**src/itlb_pkg.sv**
```systemverilog
package itlb_pkg;

  // Default number of TLB entries
  localparam int I_TLB_ENTRIES = 4;

  // Sv39 field widths
  localparam int VPN_FIELD_W = 9;
  localparam int PPN_W       = 44;
  localparam int ASID_W      = 16;

  // Sv39 virtual page number, three 9-bit levels
  typedef struct packed {
    logic [VPN_FIELD_W-1:0] vpn2;
    logic [VPN_FIELD_W-1:0] vpn1;
    logic [VPN_FIELD_W-1:0] vpn0;
  } vpn_t;

  typedef logic [PPN_W-1:0]  ppn_t;
  typedef logic [ASID_W-1:0] asid_t;

  // Translation outcome
  typedef enum logic [1:0] {
    NoException,
    InstrPageFault,
    InstrAccessFault
  } exception_e;

  // Flush command from the system
  typedef enum logic [1:0] {
    NoFlush,
    FlushASID,
    FlushPage,
    FlushAll
  } tlb_flush_e;

  // Leaf page size
  typedef enum logic [1:0] {
    Page4K,
    Page2M,
    Page1G
  } page_size_e;

  // One TLB entry, 90 bits
  typedef struct packed {
    vpn_t       vpn;
    asid_t      asid;
    ppn_t       ppn;
    logic       glob;
    page_size_e size;
  } tlb_entry_t;

  // Answer to the instruction cache
  typedef struct packed {
    ppn_t       ppn;
    exception_e exc;
  } itlb_ans_t;

  // Leaf entry from the L2 / page walk
  typedef struct packed {
    ppn_t       ppn;
    logic       glob;
    page_size_e size;
    exception_e exc;
  } l2c_ans_t;

endpackage

```
**src/itlb_lookup.sv**
```systemverilog
module itlb_lookup #(
  parameter int N = itlb_pkg::I_TLB_ENTRIES
) (
  // Request to translate
  input  itlb_pkg::vpn_t       req_vpn_i,
  input  itlb_pkg::asid_t      current_asid_i,
  // Stored entries
  input  itlb_pkg::tlb_entry_t entries_i [N],
  input  logic [N-1:0]         valid_i,
  // Lookup result
  output logic                 hit_o,
  output itlb_pkg::ppn_t       hit_ppn_o
);

  import itlb_pkg::*;

  logic [N-1:0] match_vec;
  ppn_t         ppn_vec [N];

  // Per-entry tag compare
  always_comb begin
    for (int k = 0; k < N; k++) begin
      logic asid_ok;
      logic vpn_ok;
      // Global pages ignore the ASID
      asid_ok = entries_i[k].glob || (entries_i[k].asid == current_asid_i);
      // Compare only the levels above the page offset
      case (entries_i[k].size)
        Page1G: begin
          vpn_ok = (entries_i[k].vpn.vpn2 == req_vpn_i.vpn2);
        end
        Page2M: begin
          vpn_ok = (entries_i[k].vpn.vpn2 == req_vpn_i.vpn2) &&
                   (entries_i[k].vpn.vpn1 == req_vpn_i.vpn1);
        end
        default: begin
          vpn_ok = (entries_i[k].vpn == req_vpn_i);
        end
      endcase
      match_vec[k] = valid_i[k] && asid_ok && vpn_ok;
    end
  end

  // Physical page per entry, low bits of large pages from the VPN
  always_comb begin
    for (int k = 0; k < N; k++) begin
      ppn_vec[k] = entries_i[k].ppn;
      case (entries_i[k].size)
        Page1G: begin
          ppn_vec[k][2*VPN_FIELD_W-1:0] = {req_vpn_i.vpn1, req_vpn_i.vpn0};
        end
        Page2M: begin
          ppn_vec[k][VPN_FIELD_W-1:0] = req_vpn_i.vpn0;
        end
        default: begin
          ppn_vec[k] = entries_i[k].ppn;
        end
      endcase
    end
  end

  assign hit_o = |match_vec;

  // Priority select, scanning downward so the lowest index wins
  always_comb begin
    hit_ppn_o = '0;
    for (int k = N - 1; k >= 0; k--) begin
      if (match_vec[k]) begin
        hit_ppn_o = ppn_vec[k];
      end
    end
  end

endmodule

```
**src/itlb_ctrl.sv**
```systemverilog
module itlb_ctrl #(
  parameter int N = itlb_pkg::I_TLB_ENTRIES
) (
  input  logic                   clk_i,
  input  logic                   reset_i,
  input  logic                   vmem_on_i,
  // Cache request and lookup result
  input  logic                   icache_req_valid_i,
  input  itlb_pkg::vpn_t         icache_req_vpn_i,
  input  logic                   hit_i,
  // Latched walk exception
  input  itlb_pkg::exception_e   exc_q_i,
  // L2 side
  input  logic                   l2c_req_rdy_i,
  input  logic                   l2c_ans_valid_i,
  input  itlb_pkg::exception_e   l2c_ans_exc_i,
  // Flush command
  input  itlb_pkg::tlb_flush_e   flush_type_i,
  input  itlb_pkg::asid_t        flush_asid_i,
  input  itlb_pkg::vpn_t         flush_page_i,
  input  itlb_pkg::tlb_entry_t   entries_i [N],
  // Cache flow control
  output logic                   icache_req_rdy_o,
  output logic                   icache_ans_valid_o,
  // L2 request
  output logic                   l2c_req_valid_o,
  output itlb_pkg::vpn_t         l2c_req_vpn_o,
  // Entry array control
  output logic                   exc_reg_en_o,
  output logic                   exc_reg_clr_o,
  output logic                   replace_o,
  output logic [N-1:0]           flush_vec_o
);

  import itlb_pkg::*;

  typedef enum logic [1:0] {
    Ready,
    ReqL2,
    WaitL2
  } state_e;

  state_e state_q, state_d;
  vpn_t   miss_vpn_q;
  logic   miss;

  // Pending exception also counts as an answer
  assign miss = vmem_on_i && icache_req_valid_i && !hit_i && (exc_q_i == NoException);

  always_comb begin
    state_d            = state_q;
    icache_req_rdy_o   = 1'b0;
    icache_ans_valid_o = 1'b0;
    exc_reg_en_o       = 1'b0;
    exc_reg_clr_o      = 1'b0;
    replace_o          = 1'b0;
    case (state_q)
      Ready: begin
        if (!vmem_on_i || !icache_req_valid_i) begin
          // Identity path, or idle
          icache_req_rdy_o   = 1'b1;
          icache_ans_valid_o = icache_req_valid_i;
        end else if (!miss) begin
          // Hit or latched exception, answer and drop the exception
          icache_req_rdy_o   = 1'b1;
          icache_ans_valid_o = 1'b1;
          exc_reg_clr_o      = 1'b1;
        end else begin
          state_d = ReqL2;
        end
      end
      ReqL2: begin
        if (l2c_req_rdy_i) begin
          state_d = WaitL2;
        end
      end
      WaitL2: begin
        if (l2c_ans_valid_i) begin
          // Latch outcome, fill only on a clean leaf
          exc_reg_en_o = 1'b1;
          replace_o    = (l2c_ans_exc_i == NoException);
          state_d      = Ready;
        end
      end
      default: begin
        state_d = Ready;
      end
    endcase
  end

  always_ff @(posedge clk_i) begin
    if (reset_i) begin
      state_q <= Ready;
    end else begin
      state_q <= state_d;
    end
  end

  // Missing VPN held for the walk and the fill
  always_ff @(posedge clk_i) begin
    if (state_q == Ready && miss) begin
      miss_vpn_q <= icache_req_vpn_i;
    end
  end

  assign l2c_req_valid_o = (state_q == ReqL2);
  assign l2c_req_vpn_o   = miss_vpn_q;

  // Flush selection per entry
  always_comb begin
    flush_vec_o = '0;
    for (int k = 0; k < N; k++) begin
      case (flush_type_i)
        FlushASID: begin
          // Global entries survive an ASID flush
          flush_vec_o[k] = (entries_i[k].asid == flush_asid_i) && !entries_i[k].glob;
        end
        FlushPage: begin
          case (entries_i[k].size)
            Page1G: flush_vec_o[k] = (entries_i[k].vpn.vpn2 == flush_page_i.vpn2);
            Page2M: flush_vec_o[k] = (entries_i[k].vpn.vpn2 == flush_page_i.vpn2) &&
                                     (entries_i[k].vpn.vpn1 == flush_page_i.vpn1);
            default: flush_vec_o[k] = (entries_i[k].vpn == flush_page_i);
          endcase
        end
        FlushAll: flush_vec_o[k] = 1'b1;
        default: flush_vec_o[k] = 1'b0;
      endcase
    end
  end

endmodule

```
**src/itlb_entries.sv**
```systemverilog
module itlb_entries #(
  parameter int N = itlb_pkg::I_TLB_ENTRIES
) (
  input  logic                 clk_i,
  input  logic                 reset_i,
  // Fill from the walk
  input  logic                 replace_i,
  input  itlb_pkg::vpn_t       fill_vpn_i,
  input  itlb_pkg::asid_t      fill_asid_i,
  input  itlb_pkg::l2c_ans_t   fill_ans_i,
  // Exception register control
  input  logic                 exc_reg_en_i,
  input  logic                 exc_reg_clr_i,
  // Entries to invalidate
  input  logic [N-1:0]         flush_vec_i,
  // Stored state
  output itlb_pkg::tlb_entry_t entries_o [N],
  output logic [N-1:0]         valid_o,
  output itlb_pkg::exception_e exc_q_o
);

  import itlb_pkg::*;

  // Pointer width, kept at least one bit
  localparam int PTR_W = (N > 1) ? $clog2(N) : 1;

  tlb_entry_t       entries_q [N];
  logic [N-1:0]     valid_q;
  logic [PTR_W-1:0] rr_ptr_q;
  exception_e       exc_q;
  tlb_entry_t       new_entry;

  // Entry built from the leaf and the missing VPN
  always_comb begin
    new_entry.vpn  = fill_vpn_i;
    new_entry.asid = fill_asid_i;
    new_entry.ppn  = fill_ans_i.ppn;
    new_entry.glob = fill_ans_i.glob;
    new_entry.size = fill_ans_i.size;
  end

  // Entry payload
  always_ff @(posedge clk_i) begin
    if (replace_i) begin
      entries_q[rr_ptr_q] <= new_entry;
    end
  end

  // Valid bits, flush first then fill
  always_ff @(posedge clk_i) begin
    if (reset_i) begin
      valid_q <= '0;
    end else begin
      for (int k = 0; k < N; k++) begin
        if (replace_i && (rr_ptr_q == PTR_W'(k))) begin
          valid_q[k] <= 1'b1;
        end else if (flush_vec_i[k]) begin
          valid_q[k] <= 1'b0;
        end
      end
    end
  end

  // Round-robin victim pointer
  always_ff @(posedge clk_i) begin
    if (reset_i) begin
      rr_ptr_q <= '0;
    end else if (replace_i) begin
      if (rr_ptr_q == PTR_W'(N - 1)) begin
        rr_ptr_q <= '0;
      end else begin
        rr_ptr_q <= rr_ptr_q + 1'b1;
      end
    end
  end

  // Walk exception, held until answered
  always_ff @(posedge clk_i) begin
    if (reset_i || exc_reg_clr_i) begin
      exc_q <= NoException;
    end else if (exc_reg_en_i) begin
      exc_q <= fill_ans_i.exc;
    end
  end

  assign entries_o = entries_q;
  assign valid_o   = valid_q;
  assign exc_q_o   = exc_q;

endmodule

```
**src/itlb_top.sv**
```systemverilog
module itlb_top #(
  parameter int N_ENTRIES = itlb_pkg::I_TLB_ENTRIES
) (
  input  logic                 clk_i,
  input  logic                 reset_i,
  // System side
  input  logic                 vmem_on_i,
  input  itlb_pkg::asid_t      current_asid_i,
  input  itlb_pkg::tlb_flush_e flush_type_i,
  input  itlb_pkg::asid_t      flush_asid_i,
  input  itlb_pkg::vpn_t       flush_page_i,
  // Instruction cache side
  input  logic                 icache_req_valid_i,
  input  itlb_pkg::vpn_t       icache_req_vpn_i,
  output logic                 icache_req_rdy_o,
  output logic                 icache_ans_valid_o,
  output itlb_pkg::itlb_ans_t  icache_ans_o,
  // L2 / page walk side
  output logic                 l2c_req_valid_o,
  output itlb_pkg::vpn_t       l2c_req_vpn_o,
  input  logic                 l2c_req_rdy_i,
  input  logic                 l2c_ans_valid_i,
  input  itlb_pkg::l2c_ans_t   l2c_ans_i
);

  import itlb_pkg::*;

  tlb_entry_t           entries [N_ENTRIES];
  logic [N_ENTRIES-1:0] valid;
  logic [N_ENTRIES-1:0] flush_vec;
  logic                 hit;
  ppn_t                 hit_ppn;
  exception_e           exc_q;
  logic                 replace;
  logic                 exc_reg_en;
  logic                 exc_reg_clr;

  // Tag lookup
  itlb_lookup #(.N(N_ENTRIES)) u_lookup (
    .req_vpn_i      (icache_req_vpn_i),
    .current_asid_i (current_asid_i),
    .entries_i      (entries),
    .valid_i        (valid),
    .hit_o          (hit),
    .hit_ppn_o      (hit_ppn)
  );

  // Miss handling and flush selection
  itlb_ctrl #(.N(N_ENTRIES)) u_ctrl (
    .clk_i              (clk_i),
    .reset_i            (reset_i),
    .vmem_on_i          (vmem_on_i),
    .icache_req_valid_i (icache_req_valid_i),
    .icache_req_vpn_i   (icache_req_vpn_i),
    .hit_i              (hit),
    .exc_q_i            (exc_q),
    .l2c_req_rdy_i      (l2c_req_rdy_i),
    .l2c_ans_valid_i    (l2c_ans_valid_i),
    .l2c_ans_exc_i      (l2c_ans_i.exc),
    .flush_type_i       (flush_type_i),
    .flush_asid_i       (flush_asid_i),
    .flush_page_i       (flush_page_i),
    .entries_i          (entries),
    .icache_req_rdy_o   (icache_req_rdy_o),
    .icache_ans_valid_o (icache_ans_valid_o),
    .l2c_req_valid_o    (l2c_req_valid_o),
    .l2c_req_vpn_o      (l2c_req_vpn_o),
    .exc_reg_en_o       (exc_reg_en),
    .exc_reg_clr_o      (exc_reg_clr),
    .replace_o          (replace),
    .flush_vec_o        (flush_vec)
  );

  // Entry storage, fill and flush
  itlb_entries #(.N(N_ENTRIES)) u_entries (
    .clk_i         (clk_i),
    .reset_i       (reset_i),
    .replace_i     (replace),
    .fill_vpn_i    (l2c_req_vpn_o),
    .fill_asid_i   (current_asid_i),
    .fill_ans_i    (l2c_ans_i),
    .exc_reg_en_i  (exc_reg_en),
    .exc_reg_clr_i (exc_reg_clr),
    .flush_vec_i   (flush_vec),
    .entries_o     (entries),
    .valid_o       (valid),
    .exc_q_o       (exc_q)
  );

  // Answer select, identity when translation is off
  always_comb begin
    if (!vmem_on_i) begin
      icache_ans_o.ppn = ppn_t'(icache_req_vpn_i);
      icache_ans_o.exc = NoException;
    end else if (hit) begin
      icache_ans_o.ppn = hit_ppn;
      icache_ans_o.exc = NoException;
    end else begin
      // Walk fault, no translation
      icache_ans_o.ppn = '0;
      icache_ans_o.exc = exc_q;
    end
  end

endmodule

```
**config.mk**
```make
export PLATFORM = sky130hd
export DESIGN_NAME = itlb_top
export DESIGN_NICKNAME = d
export VERILOG_FILES = /design/src/itlb_pkg.sv /design/src/itlb_lookup.sv /design/src/itlb_ctrl.sv /design/src/itlb_entries.sv /design/src/itlb_top.sv
export SDC_FILE = /design/constraint.sdc
export NUM_CORES = 1
export LEC_CHECK = 0
export BUFFER_PORTS_ARGS = -buffer_cell sky130_fd_sc_hd__buf_2
export CELL_PAD_IN_SITES_DETAIL_PLACEMENT = 1
export CELL_PAD_IN_SITES_GLOBAL_PLACEMENT = 1
export CORE_MARGIN = 4
export CORE_UTILIZATION = 44
export DETAILED_ROUTE_END_ITERATION = 10
export PLACE_DENSITY_LB_ADDON = 0.12
export SYNTH_ARGS = -nofsm -noshare
export SYNTH_HDL_FRONTEND = slang
export SYNTH_HIERARCHICAL = 1
export SYNTH_SLANG_ARGS = --single-unit
```
**constraint.sdc**
```tcl
create_clock -name clk_i -period 5.2 [get_ports clk_i]
set_clock_uncertainty 0.05 [all_clocks]
set_input_delay 0.52 -clock clk_i [delete_from_list [all_inputs] [get_ports clk_i]]
set_output_delay 0.52 -clock clk_i [all_outputs]
set_load 0.01 [all_outputs]
```
==> impl_metrics.json <==
{
  "status": "completed",
  "numClockSinks": 397,
  "ios": 219,
  "r2r.worst_path.cells": 8,
  "cts_tree": "done",
  "grt-ovfl-total": 0,
  "rows": 76,
  "die_x_um": 217,
  "p_leak_nw": 7.755,
  "ys_types": 61,
  "drtPass1Iterations": 7,
  "place_ws_ns": 0.5325,
  "final_antenna_net_count": 0,
  "die_h_um": 217,
  "synth_nets": 1564,
  "start_util_pct": 44.52,
  "postCtsHoldBufs": 0,
  "cap_violations": 0,
  "gp_congestion": 0.8317,
  "wl_per_cell_um": 26.13,
  "drt_iter0_drc": 806,
  "yosysWarnings": 6,
  "max-slew-margin-rel_pct": 28.00,
  "yosys.area_share.simple_pct": 7.832,
  "grt_max_degree": 91,
  "fp.dieArea_um2": 47090,
  "rr_endpoint": "u_ctrl/l2c_req_vpn_o[15]",
  "tns_ns": 0,
  "period_share_pct": 94.70,
  "clock_path_buffers": 3,
  "grt_setup_unrepaired": "no",
  "synth_area_per_cell_um2": 13.72,
  "hold_depth": 1,
  "cp.required_ns": 4.63,
  "regToRegSetupSlack_ns": 1.05,
  "port_buffers": 218,
  "end_kind": "output pin",
  "fmax_ghz": 0.2031,
  "cts_buffers": 44,
  "p_per_area_nw_per_um2": 317.0,
  "stdcell_area_um2": 22340,
  "setup_ws_ns": 0.2758,
  "finalMaxSlewViolations": 0,
  "antenna_found_initial": 8,
  "hpwlAfterDp_um": 39370,
  "h-tree-depth": 2,
  "placed_area_um2": 20890,
  "wl_um": 58240,
  "worst_setup_path_start_kind": "flop",
  "final_nets": 1768,
  "muxShareOfSynthArea_pct": 3.144,
  "seq_area_frac_synth_pct": 61.51,
  "synth_seq_cells": 397,
  "synth_edf_count": 387,
  "hold_viol": 0,
  "arrival_ns": 4.35,
  "crit_type": "reg -> out",
  "core-area_um2": 43170,
  "final_common_cell": "edfxtp_1",
  "postSynthCellCount": 1401,
  "clk_latency_ns": 0.57,
  "grt_pass1_vias": 13310,
  "fillers": 4369,
  "final_cell_mix": "edfxtp_1 (387), xor2_1 (223), buf_2 (218)",
  "finalSetupViolCount": 0,
  "worst_slew_pin_slew_ns": 1.079,
  "viasPerCell": 5.607,
  "hold_path_class": "in -> reg",
  "synth_top_family_by_area": "XOR/XNOR gates",
  "drive_gt1_share_pct": 21.77,
  "hold_start": "l2c_ans_i[34]",
  "r2r-start": "u_entries/entries_o[181]",
  "syn-cell-area_um2": 19220,
  "synthXorXnorAreaFrac_pct": 15.68,
  "synthArstFlopShare_pct": 0,
  "peakVddDrop_v": 0.0002757,
  "post-route-drc-count": 0,
  "critPathMaxFanout": 34,
  "synth_compound_area_share_pct": 7.819,
  "grtUsageTotal_pct": 24.38,
  "post-route-min-period_ns": 4.924,
  "clockRootBuffer": "clkbuf_16",
  "ctsResizeCount": 0,
  "min_to": "u_entries/entries_o[32]",
  "vias": 12500,
  "syn_to_final_growth_pct": 16.24,
  "grt_first_pass_wirelength_um": 86510,
  "synth-main-ff-cell": "edfxtp_1",
  "path_clk_slew_ns": 0.06,
  "cts_setup_buffers": 0,
  "finalPower_mw": 7.083,
  "synthAdderAreaFrac_pct": 1.302
}
## metrics by stage
| step | util (%) | cells | hold slack, ns |
|---|---|---|---|
| after floorplan | - | 1401 | 0.3965 |
| after global placement | 48.38 | 2144 | 0.4115 |
| after detailed placement | 48.38 | 2144 | 0.4244 |
| after CTS | 51.73 | 2225 | 0.07177 |
| after global routing | 51.74 | 2228 | 0.08579 |
| final | 51.75 | 2229 | 0.1120 |
## worst max-delay path, stage by stage (launching register included)
cell      delay (ns)
edfxtp_1        0.42
xor2_1          0.16
nor4_1          0.83
nand4_1         0.20
o31ai_1         0.46
o2111a_2        0.35
buf_4           0.30
nor2_2          0.05
buf_4           0.27
a311oi_1        0.39
a22o_1          0.19
buf_2           0.13
## cell type report
class | count | area, um^2 | share of cell area, %
clock inverters | 24 | 251.5 | 1.126
multi-input cells | 896 | 6932 | 31.03
inverters | 27 | 116.4 | 0.5208
repair buffers | 239 | 1286 | 5.757
flip-flops and latches | 397 | 11820 | 52.91
well taps | 585 | 732.0 | 3.276
clock buffers | 57 | 1192 | 5.337
diodes | 4 | 10.01 | 0.04480
## kinds of logic (layout without fill, tap and decap cells)
kind of cell	Yosys count	in the layout
AO/OA/AOI/OAI	189	189
adder cells (fa/ha/maj)	20	20
other	0	4
multiplexers	57	57
AND/OR/NAND/NOR	286	286
buffers and inverters	108	347
XOR/XNOR	344	344
flip-flops	397	397
## worst max-delay path by stage
stage	cells after the start	end	startpoint	slack, ns
after floorplan	9	u_ctrl/l2c_req_vpn_o[0]	u_entries/entries_o[91]	0.96
after global placement	12	icache_ans_o[17]	icache_req_vpn_i[9]	0.51
after detailed placement	12	icache_ans_o[17]	icache_req_vpn_i[9]	0.53
after CTS	11	icache_ans_o[17]	u_entries/entries_o[346]	0.25
after global routing	11	icache_ans_o[17]	u_entries/entries_o[346]	0.07
final	11	icache_ans_o[13]	u_entries/entries_o[346]	0.28
## routing by layer
layer	wire, um	vias to the layer above	track usage (%)	part of all wire (%)
li1	-	5659	-	-
met1	26210	6417	34.08	45
met2	27370	328	39.16	47
met3	3168	86	5.068	5.4
met4	1438	8	6.487	2.5
met5	55	-	0	0.094
## power by group
| group | total [mW] | internal (mW) | switching, mW |
|---|---|---|---|
| clock | 3.14 | 1.87 | 1.27 |
| sequential | 3.54 | 3.52 | 0.0171 |
| combinational | 0.403 | 0.149 | 0.254 |
## registers in the layout (all words and copies together) (netlist names)
register,cells
u_entries/entries_o,360
u_ctrl/l2c_req_vpn_o,27
u_entries/valid_o,4
u_ctrl/state_q,2
u_entries/exc_q_o,2
u_entries/rr_ptr_q,2
## cell usage after synthesis (5+ instances only)
library cell	instances	share of area [%]
a2111oi_0	9	0.41
a211oi_1	9	0.35
a21oi_1	8	0.21
a22o_1	28	1.3
a2bb2oi_1	9	0.41
a311oi_1	18	0.82
a31oi_1	6	0.20
a32oi_1	34	1.5
and3_1	11	0.36
and3_2	7	0.27
buf_1	6	0.12
buf_2	20	0.52
buf_4	6	0.23
buf_6	5	0.29
clkbuf_1	42	0.82
dfxtp_1	10	1.0
edfxtp_1	387	60
ha_1	20	1.3
inv_1	26	0.51
mux2_2	27	1.6
mux2i_1	30	1.6
nand2_1	108	2.1
nand3_1	10	0.26
nand4_1	34	1.1
nor2_1	13	0.25
nor2b_1	20	0.65
nor3_1	15	0.39
nor4_1	50	1.6
o21ai_0	34	0.89
xnor2_1	121	5.5
xor2_1	223	10
Note: power is estimated with default switching activity, not from simulation.
